[src/logic/game_pkg.sv]
`default_nettype none

package game_pkg;

    // Game phases --------------------
    typedef enum logic [2:0] {
        PH_START,        // Start screen
        PH_WAIT_START,   // Waiting for enemy to press start
        PH_PLAY,         // Hunting
        PH_WAIT_END,     // Waiting for enemy to run dry
        PH_RESULT        // Final screen
    } game_phase_t;

    typedef enum logic [1:0] {
        RES_TIE,
        RES_WIN,
        RES_LOSS
    } result_t;

    // Widths --------------------
    localparam int POS_W     = 12;  // Screen coordinates
    localparam int SCORE_W   = 7;   // Low 6 bits go over the link
    localparam int MAG_W     = 3;
    localparam int RESERVE_W = 7;
    localparam int LFSR_W    = 10;

    // Ammo --------------------
    localparam logic [MAG_W-1:0]     MAG_SIZE      = 3'd3;
    localparam logic [RESERVE_W-1:0] START_RESERVE = 7'd6;

    // Start button box with inclusive bounds
    localparam logic [POS_W-1:0] START_X0 = 12'd384;
    localparam logic [POS_W-1:0] START_X1 = 12'd639;
    localparam logic [POS_W-1:0] START_Y0 = 12'd300;
    localparam logic [POS_W-1:0] START_Y1 = 12'd363;

    // Duck --------------------
    localparam logic [POS_W-1:0] DUCK_W      = 12'd48;
    localparam logic [POS_W-1:0] DUCK_H      = 12'd40;
    localparam logic [POS_W-1:0] DUCK_X_BASE = 12'd64;
    localparam logic [POS_W-1:0] DUCK_Y_BASE = 12'd64;

    localparam logic [LFSR_W-1:0] LFSR_SEED = 10'h2B5;  // Any nonzero value

endpackage

`default_nettype wire

[src/logic/game_control_fsm.sv]
`timescale 1ns/1ps
`default_nettype none

module game_control_fsm import game_pkg::*; (
    input  wire              clk,
    input  wire              rst_n,
    input  wire              left_click,
    input  wire [POS_W-1:0]  mouse_xpos,
    input  wire [POS_W-1:0]  mouse_ypos,
    input  wire              enemy_start,
    input  wire              enemy_ended,
    input  wire              out_of_ammo,
    output game_phase_t      phase,
    output logic             play_enable,
    output logic             play_start,
    output logic             start_pressed,
    output logic             game_ended
);

    game_phase_t phase_nxt;
    logic        in_start_box;
    logic        start_hit;

    assign in_start_box = (mouse_xpos >= START_X0) && (mouse_xpos <= START_X1) &&
                          (mouse_ypos >= START_Y0) && (mouse_ypos <= START_Y1);
    assign start_hit    = left_click && in_start_box;

    // Next phase --------------------
    always_comb begin
        phase_nxt = phase;
        case (phase)
            PH_START: begin
                if (start_hit) begin
                    phase_nxt = PH_WAIT_START;
                end
            end
            PH_WAIT_START: begin
                if (enemy_start) begin
                    phase_nxt = PH_PLAY;
                end
            end
            PH_PLAY: begin
                // Counts are still empty while play_start loads them
                if (out_of_ammo && !play_start) begin
                    phase_nxt = PH_WAIT_END;
                end
            end
            PH_WAIT_END: begin
                if (enemy_ended) begin
                    phase_nxt = PH_RESULT;
                end
            end
            PH_RESULT: phase_nxt = PH_RESULT;  // Only reset leaves
            default:   phase_nxt = PH_START;
        endcase
    end

    // Phase register and status flags --------------------
    always_ff @(posedge clk or negedge rst_n) begin
        if (!rst_n) begin
            phase         <= PH_START;
            play_start    <= 1'b0;
            start_pressed <= 1'b0;
            game_ended    <= 1'b0;
        end else begin
            phase      <= phase_nxt;
            play_start <= (phase == PH_WAIT_START) && (phase_nxt == PH_PLAY);  // Entry pulse
            if ((phase == PH_START) && (phase_nxt == PH_WAIT_START)) begin
                start_pressed <= 1'b1;  // Sticky
            end
            if ((phase == PH_PLAY) && (phase_nxt == PH_WAIT_END)) begin
                game_ended <= 1'b1;     // Sticky
            end
        end
    end

    assign play_enable = (phase == PH_PLAY);

endmodule

`default_nettype wire

[src/logic/game_ctrl_top.sv]
`timescale 1ns/1ps
`default_nettype none

module game_ctrl_top import game_pkg::*; (
    input  wire                  clk,
    input  wire                  rst_n,
    input  wire [POS_W-1:0]      mouse_xpos,
    input  wire [POS_W-1:0]      mouse_ypos,
    input  wire                  left_mouse,
    input  wire                  right_mouse,
    input  wire [7:0]            uart_data_in,
    output logic [7:0]           uart_data_out,
    output game_phase_t          phase,
    output logic [POS_W-1:0]     duck_xpos,
    output logic [POS_W-1:0]     duck_ypos,
    output logic [SCORE_W-1:0]   my_score,
    output logic [SCORE_W-1:0]   enemy_score,
    output logic [MAG_W-1:0]     bullets_in_magazine,
    output logic [RESERVE_W-1:0] bullets_left,
    output logic                 show_reload,
    output result_t              winner
);

    logic              left_click;
    logic              right_click;
    logic              enemy_start;
    logic              enemy_ended;
    logic              play_enable;
    logic              play_start;
    logic              start_pressed;
    logic              game_ended;
    logic              out_of_ammo;
    logic              lfsr_enable;
    logic [LFSR_W-1:0] random;

    // Random word keeps running while the player idles on the start screen
    assign lfsr_enable = play_enable || (phase == PH_START);

    // --------------------
    input_sync u_input_sync (
        .clk, .rst_n, .left_mouse, .right_mouse, .uart_data_in,
        .left_click, .right_click, .enemy_start, .enemy_ended, .enemy_score
    );

    lfsr_random u_lfsr_random (
        .clk, .rst_n, .enable(lfsr_enable), .random
    );

    game_control_fsm u_game_control_fsm (
        .clk, .rst_n, .left_click, .mouse_xpos, .mouse_ypos,
        .enemy_start, .enemy_ended, .out_of_ammo,
        .phase, .play_enable, .play_start, .start_pressed, .game_ended
    );

    hunt_logic u_hunt_logic (
        .clk, .rst_n, .play_enable, .play_start, .left_click, .right_click,
        .mouse_xpos, .mouse_ypos, .random,
        .duck_xpos, .duck_ypos, .my_score, .bullets_in_magazine, .bullets_left,
        .show_reload, .out_of_ammo
    );

    result_link u_result_link (
        .clk, .rst_n, .start_pressed, .game_ended, .my_score, .enemy_score,
        .uart_data_out, .winner
    );

endmodule

`default_nettype wire

[src/logic/hunt_logic.sv]
`timescale 1ns/1ps
`default_nettype none

module hunt_logic import game_pkg::*; (
    input  wire                  clk,
    input  wire                  rst_n,
    input  wire                  play_enable,
    input  wire                  play_start,
    input  wire                  left_click,
    input  wire                  right_click,
    input  wire [POS_W-1:0]      mouse_xpos,
    input  wire [POS_W-1:0]      mouse_ypos,
    input  wire [LFSR_W-1:0]     random,
    output logic [POS_W-1:0]     duck_xpos,
    output logic [POS_W-1:0]     duck_ypos,
    output logic [SCORE_W-1:0]   my_score,
    output logic [MAG_W-1:0]     bullets_in_magazine,
    output logic [RESERVE_W-1:0] bullets_left,
    output logic                 show_reload,
    output logic                 out_of_ammo
);

    logic [POS_W-1:0]     new_xpos;
    logic [POS_W-1:0]     new_ypos;
    logic                 duck_hit;
    logic                 shot;
    logic                 reload;
    logic [MAG_W-1:0]     reload_cnt;

    // Next duck spot from the random word
    assign new_xpos = DUCK_X_BASE + {{(POS_W-9){1'b0}}, random[8:0]};
    assign new_ypos = DUCK_Y_BASE + {{(POS_W-8){1'b0}}, random[7:0]};

    // Hit box includes the lower edges and excludes the upper ones
    assign duck_hit = (mouse_xpos >= duck_xpos) && (mouse_xpos < duck_xpos + DUCK_W) &&
                      (mouse_ypos >= duck_ypos) && (mouse_ypos < duck_ypos + DUCK_H);

    assign shot   = play_enable && left_click && (bullets_in_magazine != '0);
    assign reload = play_enable && right_click && (bullets_in_magazine == '0) &&
                    (bullets_left != '0);

    // Partial magazine when the reserve runs low
    assign reload_cnt = (bullets_left >= RESERVE_W'(MAG_SIZE)) ? MAG_SIZE :
                        bullets_left[MAG_W-1:0];

    // Duck position and score --------------------
    always_ff @(posedge clk or negedge rst_n) begin
        if (!rst_n) begin
            duck_xpos <= DUCK_X_BASE;
            duck_ypos <= DUCK_Y_BASE;
            my_score  <= '0;
        end else if (play_start) begin
            duck_xpos <= new_xpos;
            duck_ypos <= new_ypos;
            my_score  <= '0;
        end else if (shot && duck_hit) begin
            duck_xpos <= new_xpos;  // Jump away after a hit
            duck_ypos <= new_ypos;
            my_score  <= my_score + 1'b1;
        end
    end

    // Magazine and reserve --------------------
    always_ff @(posedge clk or negedge rst_n) begin
        if (!rst_n) begin
            bullets_in_magazine <= '0;
            bullets_left        <= '0;
        end else if (play_start) begin
            bullets_in_magazine <= MAG_SIZE;
            bullets_left        <= START_RESERVE;
        end else if (shot) begin
            bullets_in_magazine <= bullets_in_magazine - 1'b1;
        end else if (reload) begin
            bullets_in_magazine <= reload_cnt;
            bullets_left        <= bullets_left - RESERVE_W'(reload_cnt);
        end
    end

    assign show_reload = (bullets_in_magazine == '0) && (bullets_left != '0);
    assign out_of_ammo = (bullets_in_magazine == '0) && (bullets_left == '0);

endmodule

`default_nettype wire

[src/logic/input_sync.sv]
`timescale 1ns/1ps
`default_nettype none

module input_sync import game_pkg::*; (
    input  wire                clk,
    input  wire                rst_n,
    input  wire                left_mouse,
    input  wire                right_mouse,
    input  wire [7:0]          uart_data_in,
    output logic               left_click,
    output logic               right_click,
    output logic               enemy_start,
    output logic               enemy_ended,
    output logic [SCORE_W-1:0] enemy_score
);

    // Index 0 is the left button, index 1 the right one
    logic [1:0] btn_meta;
    logic [1:0] btn_sync;
    logic [1:0] btn_q;
    logic [1:0] click_q;
    logic [7:0] uart_q;

    // Button synchronizers and edge detect --------------------
    always_ff @(posedge clk or negedge rst_n) begin
        if (!rst_n) begin
            btn_meta <= '0;
            btn_sync <= '0;
            btn_q    <= '0;
            click_q  <= '0;
        end else begin
            btn_meta <= {right_mouse, left_mouse};  // First stage
            btn_sync <= btn_meta;
            btn_q    <= btn_sync;                   // Previous level
            click_q  <= btn_sync & ~btn_q;          // Rising edge only
        end
    end

    assign left_click  = click_q[0];
    assign right_click = click_q[1];

    // Enemy status byte --------------------
    always_ff @(posedge clk or negedge rst_n) begin
        if (!rst_n) begin
            uart_q <= 8'h00;
        end else begin
            uart_q <= uart_data_in;
        end
    end

    assign enemy_start = uart_q[7];
    assign enemy_ended = uart_q[6];
    assign enemy_score = {{(SCORE_W-6){1'b0}}, uart_q[5:0]};  // Widen to local score

endmodule

`default_nettype wire

[src/logic/lfsr_random.sv]
`timescale 1ns/1ps
`default_nettype none

module lfsr_random import game_pkg::*; (
    input  wire               clk,
    input  wire               rst_n,
    input  wire               enable,
    output logic [LFSR_W-1:0] random
);

    logic feedback;

    // Taps 10 and 7 give a maximal length sequence
    assign feedback = random[9] ^ random[6];

    always_ff @(posedge clk or negedge rst_n) begin
        if (!rst_n) begin
            random <= LFSR_SEED;  // All zeros would lock up
        end else if (enable) begin
            random <= {random[LFSR_W-2:0], feedback};
        end
    end

endmodule

`default_nettype wire

[src/logic/result_link.sv]
`timescale 1ns/1ps
`default_nettype none

module result_link import game_pkg::*; (
    input  wire               clk,
    input  wire               rst_n,
    input  wire               start_pressed,
    input  wire               game_ended,
    input  wire [SCORE_W-1:0] my_score,
    input  wire [SCORE_W-1:0] enemy_score,
    output logic [7:0]        uart_data_out,
    output result_t           winner
);

    result_t winner_nxt;

    // Only the bits that travel on the link are compared
    always_comb begin
        if (my_score[5:0] == enemy_score[5:0]) begin
            winner_nxt = RES_TIE;
        end else if (my_score[5:0] > enemy_score[5:0]) begin
            winner_nxt = RES_WIN;
        end else begin
            winner_nxt = RES_LOSS;
        end
    end

    always_ff @(posedge clk or negedge rst_n) begin
        if (!rst_n) begin
            uart_data_out <= 8'h00;
            winner        <= RES_TIE;
        end else begin
            uart_data_out <= {start_pressed, game_ended, my_score[5:0]};  // Status byte out
            winner        <= winner_nxt;
        end
    end

endmodule

`default_nettype wire

[config.mk]
export PLATFORM = sky130hd
export DESIGN_NAME = game_ctrl_top
export DESIGN_NICKNAME = d
export VERILOG_FILES = /design/src/logic/game_pkg.sv /design/src/logic/game_control_fsm.sv /design/src/logic/game_ctrl_top.sv /design/src/logic/hunt_logic.sv /design/src/logic/input_sync.sv /design/src/logic/lfsr_random.sv /design/src/logic/result_link.sv
export SDC_FILE = /design/constraint.sdc
export NUM_CORES = 1
export LEC_CHECK = 0
export ABC_CLOCK_PERIOD_IN_PS = 4600
export BUFFER_PORTS_ARGS = -buffer_cell sky130_fd_sc_hd__buf_2
export CORE_MARGIN = 3
export CORE_UTILIZATION = 40
export CTS_BUF_LIST = sky130_fd_sc_hd__clkbuf_16
export DETAILED_ROUTE_END_ITERATION = 16
export GPL_TIMING_DRIVEN = 1
export PLACE_DENSITY = 0.69
export SLEW_MARGIN = 30
export SYNTH_ARGS = -nofsm -noshare
export SYNTH_HDL_FRONTEND = slang
export SYNTH_SLANG_ARGS = --single-unit
[constraint.sdc]
create_clock -name clk -period 4.6 [get_ports clk]
set_input_delay 0.23 -clock clk [delete_from_list [all_inputs] [get_ports clk]]
set_output_delay 0.23 -clock clk [all_outputs]
set_load 0.02 [all_outputs]
Word level (Yosys, flattened, before mapping)
Index checks and enable logic that the tools add are counted.
W data, S select, Z words.

storage, ports and cells
  input bits = 36
  register bits = 83
  output and inout port bits = 62
  word-level logic and storage cells = 96

operators by class
  mux-type cells = 20
  magnitude comparators = 10
  reductions and logical operators = 30
  $add $sub $neg = 7
  bitwise operators = 3
  equality and inequality tests = 9

operators by type and width
  cell                     number
  $mux W12                 4
  $mux W7                  5
  $add A12 B6 Y12 const B  2
  $ge A12 B12 Y1           2
  $ge A12 B9 Y1 const B    2
  $lt A12 B12 Y1           2
  $mux W3                  8
  $logic_and A1 B1 Y1      19
  $pmux W3 S5              1
  $eq A3 B2 Y1 const B     4
  $le A12 B10 Y1 const B   1
  $le A12 B9 Y1 const B    1
  $add A7 B9 Y10 const A   1
  $add A7 B8 Y9 const A    1
  $add A7 B1 Y7 const B    1
  $ge A7 B2 Y1 const B     1
  $logic_not A7 Y1         1
  $reduce_bool A7 Y1       1
  $sub A7 B3 Y7            1
  $eq A3 B1 Y1 const B     2
  $eq A6 B6 Y1             1
  $gt A6 B6 Y1             1
  $logic_not A3 Y1         2
  $reduce_bool A3 Y1       2
  11 further kinds         13

Longest topological paths before layout
Gate-level depths: netlist of run 1.

  depth after elaboration = 9
  gate-level depth with buffers = 14
  depth with buffers taken out = 12

By module
From an unflattened synthesis of run 1, not the netlist that was laid out.

second synthesis, totals
  cells, all modules = 393
  area total of the unflattened synthesis = 4222.8 µm²

modules (own cells, without submodules)
  module            area each (µm²)  sequential area each (µm²)  instances  cells each
  hunt_logic        2581.2           701.9                       1          280
  input_sync        439.2            400.4                       1          20
  result_link       421.7            250.2                       1          32
  lfsr_random       417.9            257.7                       1          23
  game_control_fsm  351.6            150.1                       1          36
  game_ctrl_top     11.3             0.0                         1          2

Worst setup path before layout of run 1
OpenSTA, ideal clock, no wires.

  path kind = flip-flop to flip-flop
  start = register u_hunt_logic.duck_ypos[5]
  end = register u_hunt_logic.duck_ypos[1]
  period minus slack after synthesis = 3.138 ns
  library setup time = 0.125 ns
  data required time = 4.475 ns
  slack = 1.462 ns
  cell stages (with the launch flop) = 13
  data arrival time = 3.013 ns
  path through = dfrtp_1 > clkbuf_1 > inv_1 > ha_1 > or4_1 > ha_1 > a211oi_1 > nand2_1 > nor3_1 > nand4b_1 > o31ai_2 > buf_6 > mux2_4

on the way
  cells in the longest elaborated chain, start to end = 5
  elaborated cells on any way between the ends = 7
  those cells by class = 1 x add/sub; 2 x order compare; 4 x reduce/logical

ends and longest elaborated chain
  element                                                       line                                text
  start, declared                                               hunt_logic.sv:15                    output logic [POS_W-1:0] duck_ypos,
  start signal, assigned                                        hunt_logic.sv:54                    duck_ypos <= new_ypos;
  start signal, assigned                                        hunt_logic.sv:58                    duck_ypos <= new_ypos;
  $add A12 B6 Y12 / $ge A12 B12 Y1 (equally long branches)      hunt_logic.sv:36                    (mouse_ypos >= duck_ypos) && (mouse_ypos < duck_ypos + DUCK_H);
  $lt A12 B12 Y1 / $logic_and A1 B1 Y1 (equally long branches)  hunt_logic.sv:36, hunt_logic.sv:35
  $logic_and A1 B1 Y1 (*)                                       hunt_logic.sv:36
  $logic_and A1 B1 Y1 (*)                                       hunt_logic.sv:56                    end else if (shot && duck_hit) begin
  $reduce_bool A2 Y1 (no source line) (*)                       -

Every way passes the cells marked *; elsewhere a longest branch is shown, timed or not.
A chain may end at the register's enable or synchronous reset.

Worst setup path in the final report of run 1
  start = register u_hunt_logic.duck_ypos[5]
  end = register u_hunt_logic.my_score[5]

on the way
  cells in the longest elaborated chain, start to end = 5
  elaborated cells on any way between the ends = 7
  those cells by class = 1 x add/sub; 2 x order compare; 4 x reduce/logical

ends and longest elaborated chain
  element                                                       line                                text
  $add A12 B6 Y12 / $ge A12 B12 Y1 (equally long branches)      hunt_logic.sv:36
  $lt A12 B12 Y1 / $logic_and A1 B1 Y1 (equally long branches)  hunt_logic.sv:36, hunt_logic.sv:35
  $logic_and A1 B1 Y1 (*)                                       hunt_logic.sv:36
  $logic_and A1 B1 Y1 (*)                                       hunt_logic.sv:56
  $reduce_bool A2 Y1 (no source line) (*)                       -
  end signal, assigned                                          hunt_logic.sv:59                    my_score <= my_score + 1'b1;
  end, declared                                                 hunt_logic.sv:16                    output logic [SCORE_W-1:0] my_score,

Marks and branches as above.

==> metrics, run 1 <==
clock transition at the registers of the reported paths=0.06 ns; #FFs+latches synth=70; Worst setup EP type=register; Async S/R FF share, synth=1.00; H-tree depth=3; Period Utilization, post-route=0.692; DR DRC count=0; # rows=36; final setup fails=0; setup TNS=0 ns; Area growth, synth to finish=21.0%; Layout Skew=0.00937 ns; Cell Area, Synth=4120 µm²; final hold viol count=0; post-CTS setup repair buffer count=0; Critical Path AT=3.39 ns; cts repair resizes=0; Routed Antenna Nets=0; LEAKAGE=2.47 nW; Final #Nets=560; number of I/O port buffers=91; initial antenna violation count=0; Hold-fix buffers, CTS=8; largest fanout on the critical path=10; clock period minus worst slack=3.18 ns; Root Buffer=clkbuf_16; CORE AREA=9910 µm²; Worst Tran Pin Value=0.671 ns; Syn Inst Count=383; count of cell types in the netlist=59; Die X=107 µm; Worst R2R Setup Slack=1.42 ns; Yosys warnings=0; Post-synth EDFFs=0; relative slew slack=0.552; Iteration-0 DRC Markers=141; power density cells=532 nW/µm²; vias in the first global route=3078; Final Slew Violations=0; CTS buffer count=9; vias after detailed routing=3122; Clk Latency, worst-skew pair=0.33 ns; WP data required=4.81 ns; first-pass GRT wire length=14.9 mm; DIE AREA=11500 µm²; WS Path Type=register to register; VDD IR max=227 µV; vias per inst=5.08; Max Cap Violations=0; CTS tree=built; gp weighted congestion=0.903; unrepaired setup endpoints after global routing=false; wire per inst=14.9 µm; fillers=944; final core utilization=0.503; Initial Util=0.416; register area share after synthesis=0.428; Startpoint Class=register; status=complete, no violations; clock sinks=70; gr ovfl total=0; syn avg cell area=10.8 µm²; GRT Util Overall=0.164; dpl hpwl=7.13 mm; Die Height=107 µm; largest net degree at the start of global routing=48; Primary FF master, synth=dfrtp_1; I/O Pins=98; HP Class=primary input to register; fraction of layout cells with a size suffix above 1=0.295; final wirelength=9.17 mm; clk buf depth=2; drt pass-1 iters=4; # diodes=0; Fmax achieved=314 MHz
==> cell usage in the layout (no fill, tap or decap), types with 2 or more instances in the layout <==
master         instances
a21oi_1               19
a221oi_2               2
dfrtp_1               63
nand2b_1               6
o211ai_1               3
nand2_1               20
buf_4                  2
nor2b_1               16
xor2_1                 3
xnor2_1               13
nor4_1                 7
mux2i_1                4
a21o_1                 3
o21ai_1                2
buf_2                 91
a211oi_1               3
nor3_1                 8
nand3b_1               3
nand4b_1               2
o2111ai_1              2
nor4b_2                2
conb_1                 6
or4_1                  2
mux2_4                 7
clkinv_2               2
clkbuf_16              9
nand3_1               10
inv_1                 26
nand4_1                5
mux2_1                 7
mux2_2                 9
nor2_1                27
o21ai_0                9
dfstp_2                7
or2_1                  2
dlygate4sd3_1          8
ha_1                  47
==> cell families after synthesis <==
kind of cell / synth area share
mux: 0.0790
simple gates: 0.171
buf+inv: 0.0596
compound gates: 0.0851
xor+xnor: 0.0340
flops: 0.428
other cells: 0.000911
fa+ha+maj: 0.143
==> critical path, stage by stage, from the launching register on <==
cell and delay (ns):
dfrtp_1 0.51, inv_1 0.16, ha_1 0.25, or4_1 0.49
ha_1 0.20, a211oi_1 0.20, nand2_1 0.10, nor3_1 0.19
nand3_1 0.25, nor4_1 0.36, mux2_1 0.35
==> final timing paths <==
kind | start | endpoint | depth (start not counted)
min in group asynchronous | rst_n | u_hunt_logic.bullets_left[3] | 2
worst min register to register | u_input_sync.btn_meta[0] | u_input_sync.btn_sync[0] | 0
max in group asynchronous | rst_n | u_lfsr_random.random[1] | 3
worst min-delay path | uart_data_in[6] | u_input_sync.uart_q[6] | 1
worst max-delay path | u_hunt_logic.duck_ypos[5] | u_hunt_logic.my_score[5] | 10
worst max register to register | u_hunt_logic.duck_ypos[5] | u_hunt_logic.my_score[5] | 10
==> area by class of cell <==
class	instances	area [µm²]	area share
clock buffer	9	225	0.0452
tap	133	166	0.0334
inverter	24	90.1	0.0181
sequential	70	1760	0.353
multi-input combinational	271	2130	0.428
timing repair buffer	101	551	0.110
clock inverter	7	60.1	0.0121
==> sequential cells by signal, indices dropped and copies added (netlist names), 3 cells and up <==
register	cells
u_result_link.uart_data_out	8
u_hunt_logic.bullets_in_magazine	3
u_hunt_logic.my_score	7
u_hunt_logic.bullets_left	7
u_game_control_fsm.phase	3
u_lfsr_random.random	10
u_input_sync.uart_q	8
u_hunt_logic.duck_ypos	9
==> routing by layer <==
metal	vias up	GRT usage	part of all wire
li1	1528	-	-
met1	1514	0.207	0.45
met2	64	0.275	0.49
met3	16	0.0288	0.031
met4	0	0.0757	0.025
met5	-	0	0
==> cell usage after synthesis, types with 2 or more instances <==
cell type / instances / share of area
a211oi_1: 3 / 0.0055
a21o_1: 3 / 0.0055
a21oi_1: 19 / 0.023
a221oi_2: 2 / 0.0073
buf_4: 16 / 0.029
clkbuf_1: 4 / 0.0036
dfrtp_1: 63 / 0.38
dfstp_2: 7 / 0.045
ha_1: 47 / 0.14
inv_1: 24 / 0.022
mux2_1: 7 / 0.019
mux2_2: 9 / 0.025
mux2_4: 7 / 0.026
mux2i_1: 4 / 0.0097
nand2_1: 20 / 0.018
nand2b_1: 6 / 0.0091
nand3_1: 10 / 0.012
nand3b_1: 3 / 0.0055
nand4_1: 5 / 0.0076
nand4b_1: 2 / 0.0043
nor2_1: 27 / 0.025
nor2b_1: 16 / 0.024
nor3_1: 8 / 0.0097
nor4_1: 7 / 0.011
nor4b_2: 2 / 0.0073
o2111ai_1: 2 / 0.0043
o211ai_1: 3 / 0.0055
o21ai_0: 9 / 0.011
o21ai_1: 2 / 0.0024
or2_1: 2 / 0.0030
or4_1: 2 / 0.0036
xnor2_1: 13 / 0.028
xor2_1: 3 / 0.0064
==> report_power, final <==
group	switching [mW]	total [mW]	internal [mW]
sequential	0.171	0.956	0.785
combinational	0.592	1.04	0.447
clock	0.246	0.658	0.412
==> through the flow <==
stage | instance area (µm²) | setup slack (ns) | cells | hold WS, ns | power, mW
after detailed placement | 4620 | 1.46 | 591 | 0.243 | 2.00
after global placement | 4620 | 1.55 | 591 | 0.229 | 1.97
after CTS | 4980 | 1.44 | 615 | 0.00994 | 2.68
after floorplan | 4140 | 1.46 | 388 | -0.0656 | 1.71
after global routing | 4980 | 1.17 | 615 | 0.00642 | 2.85
final | 4980 | 1.42 | 615 | 0.0192 | 2.65
Note: power is estimated with default switching activity, not from simulation.
==> run 2: changes to the inputs <==
--- a/config.mk
+++ b/config.mk
@@ -5,14 +5,14 @@
 export SDC_FILE = /design/constraint.sdc
 export NUM_CORES = 1
 export LEC_CHECK = 0
-export ABC_CLOCK_PERIOD_IN_PS = 4600
+export ABC_CLOCK_PERIOD_IN_PS = 2770
 export BUFFER_PORTS_ARGS = -buffer_cell sky130_fd_sc_hd__buf_2
 export CORE_MARGIN = 3
 export CORE_UTILIZATION = 40
 export CTS_BUF_LIST = sky130_fd_sc_hd__clkbuf_16
 export DETAILED_ROUTE_END_ITERATION = 16
 export GPL_TIMING_DRIVEN = 1
-export PLACE_DENSITY = 0.69
+export PLACE_DENSITY = 0.72
 export SLEW_MARGIN = 30
 export SYNTH_ARGS = -nofsm -noshare
 export SYNTH_HDL_FRONTEND = slang
==> constraint.sdc (replaced) <==
create_clock -name clk -period 2.77 [get_ports clk]
set_input_delay 0.1385 -clock clk [delete_from_list [all_inputs] [get_ports clk]]
set_output_delay 0.1385 -clock clk [all_outputs]
set_load 0.02 [all_outputs]
==> run 2 against run 1 <==
The run now ends with negative setup slack left; die area did not move; cell area up 8.0%; worst hold slack better by 0.23 ns; critical endpoint is now u_hunt_logic.duck_ypos[0]; sequential power rose by 65%; clock-buffer cell count is the same; setup slack worse by 1.5 ns; combinational power up 96%; critical path type unchanged; via count increased by 4.9%; clock power increased by 73%; flip-flop and latch count unchanged; non-clock buffer count up 29.
==> metrics, run 2 (synthesis results as in run 1) <==
status=complete, but fails checks; failing checks=negative setup slack; Pwr Total=4.76 mW (+79%); HP Class=primary input to register; Worst setup EP type=register; first-pass GRT wire length=15.9 mm (+6.9%); wire per inst=15.4 µm (+3.4%); power density cells=884 nW/µm² (+66%); CORE AREA=9910 µm² (unchanged); H-tree depth=3 (unchanged); drt pass-1 iters=6 (+2); largest fanout on the critical path=5 (-5); CTS buffer count=9 (unchanged); Area growth, synth to finish=30.7%; vias per inst=5.08 (+0.15%); Root Buffer=clkbuf_16; CTS tree=built; Die X=107 µm (unchanged); clock power share=0.240 (-0.008); final hold viol count=0 (unchanged); Final #Nets=589 (+5.2%); # diodes=0 (unchanged); Layout Skew=0.0120 ns (+0.00265 ns); combinational share of power=0.428 (+0.037); DIE AREA=11500 µm² (unchanged); initial antenna violation count=0 (unchanged); final setup fails=11 (+11); gr ovfl total=0 (unchanged); most frequent cells in the layout=buf_2, dfrtp_1, ha_1, nor2_1, buf_4; commonest non-fill, non-tap cell in the layout=buf_2; final core utilization=0.543 (+0.0403); I/O Pins=98 (unchanged); Max Cap Violations=0 (unchanged); DR DRC count=0 (unchanged); gp weighted congestion=0.928 (+2.8%); Period Utilization, post-route=1.03 (+0.337); relative slew slack=0.615 (+0.0622); fillers=881 (-6.7%); Fmax achieved=351 MHz (+12%); largest net degree at the start of global routing=25 (-48%); Largest Register=u_lfsr_random.random; # rows=36 (unchanged); Final Slew Violations=0 (unchanged); VDD IR max=580 µV (+160%); final wirelength=9.93 mm (+8.3%); fraction of layout cells with a size suffix above 1=0.386 (+0.0909); clock sinks=70 (unchanged); Pint=2.94 mW (+79%); Clk Latency, worst-skew pair=0.33 ns (about the same); Final Non-Filler Cells=644 (+4.7%); Final WS setup=-0.0806 ns (-1.50 ns); max reg flops=10 (unchanged); WS Path Type=register to register; Cells after DPL=613 (+3.7%); Critical Path AT=3.07 ns (-0.32 ns); clk buf depth=2 (unchanged); Switching Share=0.382 (+0.00154); dpl hpwl=7.47 mm (+4.8%); Die Height=107 µm (unchanged); vias in the first global route=3360 (+9.2%); clock transition at the registers of the reported paths=0.06 ns (about the same); Initial Util=0.416 (unchanged); Iteration-0 DRC Markers=96 (-32%); biggest regs=u_lfsr_random.random (10), u_hunt_logic.duck_ypos (9); sequential share of power=0.332 (-0.029); NetSw=1.82 mW (+80%); GRT Util Overall=0.177 (+0.0129); WP data required=2.99 ns (-1.82 ns); vias after detailed routing=3274 (+4.9%); LEAKAGE=2.62 nW (+5.9%); number of I/O port buffers=91 (unchanged); Worst Tran Pin Value=0.578 ns (-0.0933 ns); Startpoint Class=register; unrepaired setup endpoints after global routing=true; Routed Antenna Nets=0 (unchanged); clock period minus worst slack=2.85 ns (-0.332 ns)
==> run 2: cell types whose count changed in the layout (fill, tap and decap cells not counted), moves of 3 or more <==
cell	before	now
buf_4	2	25
ha_1	47	43
inv_1	26	22
nor4_1	7	3
buf_6	0	3
dlygate4sd3_1	8	11
==> run 2: repair_timing <==
action	CTS	global route
gates cloned	1	0
buffers inserted	1	2
gates resized for setup	13	15
hold buffers	11	0
endpoints found under the hold margin	30	0
pin swaps	3	4
endpoints found under the setup margin	16	18
==> run 2: critical path, cell delays in order (launching register included) <==
cell	delay (ns)
dfstp_2	0.58
nand2_2	0.06
or4_4	0.49
ha_4	0.17
a211oi_2	0.15
nand2_1	0.11
nor3_2	0.13
nand4b_1	0.18
o31ai_4	0.36
buf_6	0.19
mux2_4	0.30
==> run 2: worst paths after layout <==
| check | startpoint | end | slack [ns] | depth (start not counted) |
|---|---|---|---|---|
| min in group asynchronous | rst_n | u_hunt_logic.bullets_left[3] | 0.34 | 2 |
| setup reg to reg | u_hunt_logic.duck_ypos[6] | u_hunt_logic.duck_ypos[0] | -0.08 | 10 |
| hold reg to reg | u_input_sync.btn_meta[1] | u_input_sync.btn_sync[1] | 0.34 | 0 |
| max in group asynchronous | rst_n | u_lfsr_random.random[4] | 1.72 | 3 |
| setup / recovery | u_hunt_logic.duck_ypos[6] | u_hunt_logic.duck_ypos[0] | -0.08 | 10 |
| hold / removal | mouse_ypos[11] | u_game_control_fsm.start_pressed | 0.25 | 5 |
==> run 2: per-layer routing <==
layer | vias up | track usage | routed length [µm]
li1 | 1587 | - | -
met4 | 0 | 0.0712 | 266
met3 | 20 | 0.0330 | 454
met2 | 95 | 0.301 | 4870
met1 | 1572 | 0.222 | 4330
met5 | - | 0 | 0
==> run 2: power groups by stage <==
stage / clock network, mW / registers [mW] / logic [mW]
6_report: 1.14 / 1.58 / 2.04
5_1_grt: 1.21 / 1.62 / 2.27
4_1_cts: 1.16 / 1.58 / 1.98
3_5_place_dp: 0 / 1.60 / 1.92
3_3_place_gp: 0 / 1.58 / 1.89
2_1_floorplan: 0 / 1.72 / 1.18
==> run 2: cell type report <==
| type | count | area [µm²] | area share |
|---|---|---|---|
| Multi-Input combinational cell | 271 | 2280 | 0.423 |
| Sequential cell | 70 | 1760 | 0.328 |
| Timing Repair Buffer | 130 | 787 | 0.146 |
| Clock buffer | 9 | 225 | 0.0418 |
| Tap cell | 133 | 166 | 0.0309 |
| Inverter | 24 | 92.6 | 0.0172 |
| Clock inverter | 7 | 72.6 | 0.0135 |
==> run 2: metrics by stage <==
stage / setup slack (ns) / TNS (ns) / hold slack (ns) / cell area (µm²)
2_1_floorplan: -0.0687 / -0.474 / -0.157 / 4180
3_3_place_gp: -0.0387 / -0.178 / 0.156 / 4810
3_5_place_dp: -0.0816 / -0.635 / 0.166 / 4810
4_1_cts: -0.0282 / -0.106 / 0.232 / 5290
5_1_grt: -0.163 / -2.07 / 0.307 / 5380
6_report: -0.0806 / -0.666 / 0.247 / 5380
==> run 3: changes to the inputs <==
--- a/config.mk
+++ b/config.mk
@@ -5,14 +5,14 @@
 export SDC_FILE = /design/constraint.sdc
 export NUM_CORES = 1
 export LEC_CHECK = 0
-export ABC_CLOCK_PERIOD_IN_PS = 2770
-export BUFFER_PORTS_ARGS = -buffer_cell sky130_fd_sc_hd__buf_2
+export ABC_CLOCK_PERIOD_IN_PS = 3310
+export BUFFER_PORTS_ARGS = -buffer_cell sky130_fd_sc_hd__clkbuf_2
 export CORE_MARGIN = 3
-export CORE_UTILIZATION = 40
+export CORE_UTILIZATION = 58
 export CTS_BUF_LIST = sky130_fd_sc_hd__clkbuf_16
 export DETAILED_ROUTE_END_ITERATION = 16
 export GPL_TIMING_DRIVEN = 1
-export PLACE_DENSITY = 0.72
+export PLACE_DENSITY = 0.92
 export SLEW_MARGIN = 30
 export SYNTH_ARGS = -nofsm -noshare
 export SYNTH_HDL_FRONTEND = slang
==> constraint.sdc (replaced) <==
create_clock -name clk -period 3.31 [get_ports clk]
set_input_delay 0.1655 -clock clk [delete_from_list [all_inputs] [get_ports clk]]
set_output_delay 0.1655 -clock clk [all_outputs]
set_load 0.02 [all_outputs]
==> run 3 against run 2 <==
Largest cell class unchanged; first-iteration DRC count is 95% higher; critical path depth is 1 higher; maximum frequency is 11% lower; sequential share of layout area is 2.0 points higher; final cell count is 9.5% lower; flip-flop and latch count stayed put; core utilization is 20 points higher; combinational power is 26% lower; sequential power is 15% lower; the flow now finishes without violations; total power is 17% lower.
==> metrics, run 3 (synthesis results as in run 1) <==
Clk Latency, worst-skew pair=0.33 ns (about the same); fraction of layout cells with a size suffix above 1=0.308 (-0.0775); number of I/O port buffers=91 (unchanged); slowest CP cell=or4_1; fillers=476 (-46%); Iteration-0 DRC Markers=187 (+95%); wire per inst=16.8 µm (+9.3%); vias after detailed routing=3363 (+2.7%); clock power share=0.277 (+0.037); Period Utilization, post-route=0.968 (-0.0607); most frequent cells in the layout=clkbuf_2, dfrtp_1, ha_1, nor2_1, inv_1; Worst Hold Depth=5 (unchanged); Worst setup EP type=register; VDD IR max=514 µV (-11%); WP data required=3.52 ns (+0.53 ns); Final WS setup=0.105 ns (+0.185 ns); Worst Hold End=u_game_control_fsm.start_pressed; metal2 WL=5.09 mm (+4.5%); vias per inst=5.77 (+13%); Initial Util=0.603 (+0.187); DIE AREA=8150 µm² (-29%); Die X=90.3 µm (-16%); CTS tree=built; clk buf depth=2 (unchanged); commonest non-fill, non-tap cell in the layout=clkbuf_2; vias in the first global route=3316 (-1.3%); clock period minus worst slack=3.21 ns (+0.355 ns); Die Height=90.3 µm (-16%); clock sinks=70 (unchanged); LEAKAGE=2.50 nW (-4.8%); Switching Share=0.374 (-0.00741); Startpoint Class=register; relative slew slack=0.528 (-0.0866); dpl hpwl=6.94 mm (-7.0%); Largest Register=u_lfsr_random.random; Layout Skew=0.00702 ns (-0.00500 ns); Area growth, synth to finish=23.0%; first-pass GRT wire length=16.2 mm (+1.6%); max reg flops=10 (unchanged); cells on worst reg2reg path=11 (+1); largest fanout on the critical path=11 (+6); Root Buffer=clkbuf_16; clock transition at the registers of the reported paths=0.05 ns (about the same); Critical R2R Capture=u_hunt_logic.duck_ypos[0]; WS Path Type=register to register; I/O Pins=98 (unchanged); Final Non-Filler Cells=583 (-9.5%); # diodes=0 (unchanged); Fmax achieved=312 MHz (-11%); CORE AREA=6830 µm² (-31%); CTS buffer count=9 (unchanged); GRT Util Overall=0.245 (+0.0681); H-tree depth=3 (unchanged); largest net degree at the start of global routing=44 (+76%); final wirelength=9.82 mm (-1.1%); Critical Path AT=3.42 ns (+0.35 ns); Final Slew Violations=0 (unchanged); DR DRC count=0 (unchanged); met1 wire length=3.99 mm (-8.0%); gr ovfl total=0 (unchanged); top layer in use=met4; HP Class=primary input to register; Pint=2.46 mW (-16%); # rows=30 (-17%); Final #Nets=565 (-4.1%); gp weighted congestion=0.890 (-4.1%); Routed Antenna Nets=0 (unchanged); biggest regs=u_lfsr_random.random (10), u_hunt_logic.duck_ypos (9); Max Cap Violations=0 (unchanged); unrepaired setup endpoints after global routing=true; WHS=0.297 ns (+0.0497 ns); sequential share of power=0.341 (+0.009); met3 WL=548 µm (+21%); slowest stage delay, CP=0.48 ns (-0.10 ns); drt pass-1 iters=5 (-1); final hold viol count=0 (unchanged); initial antenna violation count=0 (unchanged); CP Cell Sequence=inv_1 -> ha_1 -> or4_1 -> ha_1 -> a211oi_1 -> nand2_1 -> nor3_1 -> nand4b_1 -> o31ai_2 -> buf_6 -> mux2_1; Cells after DPL=556 (-9.3%); Worst R2R Setup Slack=0.10 ns (+0.19 ns); dpl ws=0.179 ns (+0.261 ns); Worst Tran Pin Value=0.708 ns (+0.130 ns); final setup fails=0 (-11); R2R Path Start=u_hunt_logic.duck_ypos[4]; most frequent CP cell=ha_1; combinational share of power=0.382 (-0.046); power density cells=776 nW/µm² (-12%); NetSw=1.47 mW (-19%); min-delay src=mouse_ypos[10]; status=complete, no violations
[run 3: cell type report]
type	instances	area, µm²	share of cell area
well taps	96	120	0.0237
flip-flops and latches	70	1760	0.348
repair buffers	106	602	0.119
inverters	24	90.1	0.0178
clock buffers	9	225	0.0445
multi-input cells	271	2150	0.425
clock inverters	7	114	0.0225
[run 3: repair_timing]
| item | 4_1_cts | 5_1_grt |
|---|---|---|
| resized for setup | 0 | 6 |
| buffers inserted | 0 | 0 |
| setup endpoints to repair | 0 | 14 |
| hold endpoints to repair | 10 | 42 |
| hold buffers | 10 | 1 |
[run 3: power by group through the flow]
stage	registers, mW	clock network [mW]	logic (mW)
6_report	1.34	1.09	1.50
5_1_grt	1.37	1.13	1.65
4_1_cts	1.33	1.10	1.49
3_5_place_dp	1.34	0	1.46
3_3_place_gp	1.32	0	1.40
2_1_floorplan	1.43	0	0.945
[run 3: how the worst max path moves through the flow]
stage | from | endpoint | slack, ns | depth (start not counted)
3_5_place_dp | u_hunt_logic.duck_ypos[4] | u_hunt_logic.my_score[5] | 0.18 | 10
2_1_floorplan | u_hunt_logic.duck_ypos[5] | u_hunt_logic.duck_ypos[1] | 0.17 | 12
6_report | u_hunt_logic.duck_ypos[4] | u_hunt_logic.duck_ypos[0] | 0.10 | 11
5_1_grt | u_hunt_logic.duck_ypos[4] | u_hunt_logic.duck_ypos[0] | -0.06 | 11
3_3_place_gp | u_hunt_logic.duck_ypos[4] | u_hunt_logic.duck_ypos[0] | 0.29 | 11
4_1_cts | u_hunt_logic.duck_ypos[4] | u_hunt_logic.my_score[5] | 0.005 | 10
[run 3: routing by layer]
metal	up-vias	global-route usage
li1	1532	-
met4	0	0.0893
met1	1668	0.304
met2	141	0.422
met3	22	0.0517
met5	-	0
[run 3: stage by stage]
step	utilization	power [mW]	setup TNS [ns]	instance area (µm²)
finish	0.742	3.93	0	5070
global route	0.742	4.16	-0.259	5070
CTS	0.736	3.93	0	5030
detailed placement	0.671	2.80	0	4590
global placement	0.671	2.72	0	4590
floorplan	-	2.38	0	4140
[run 3: critical path: cells and delay by family, from the launching register on]
family / cells / cell delay [ns]
AND/OR/NAND/NOR: 4 / 0.98
buffers and inverters: 2 / 0.33
AO/OA/AOI/OAI: 2 / 0.54
adder cells (fa/ha/maj): 2 / 0.46
flip-flops: 1 / 0.45
multiplexers: 1 / 0.33
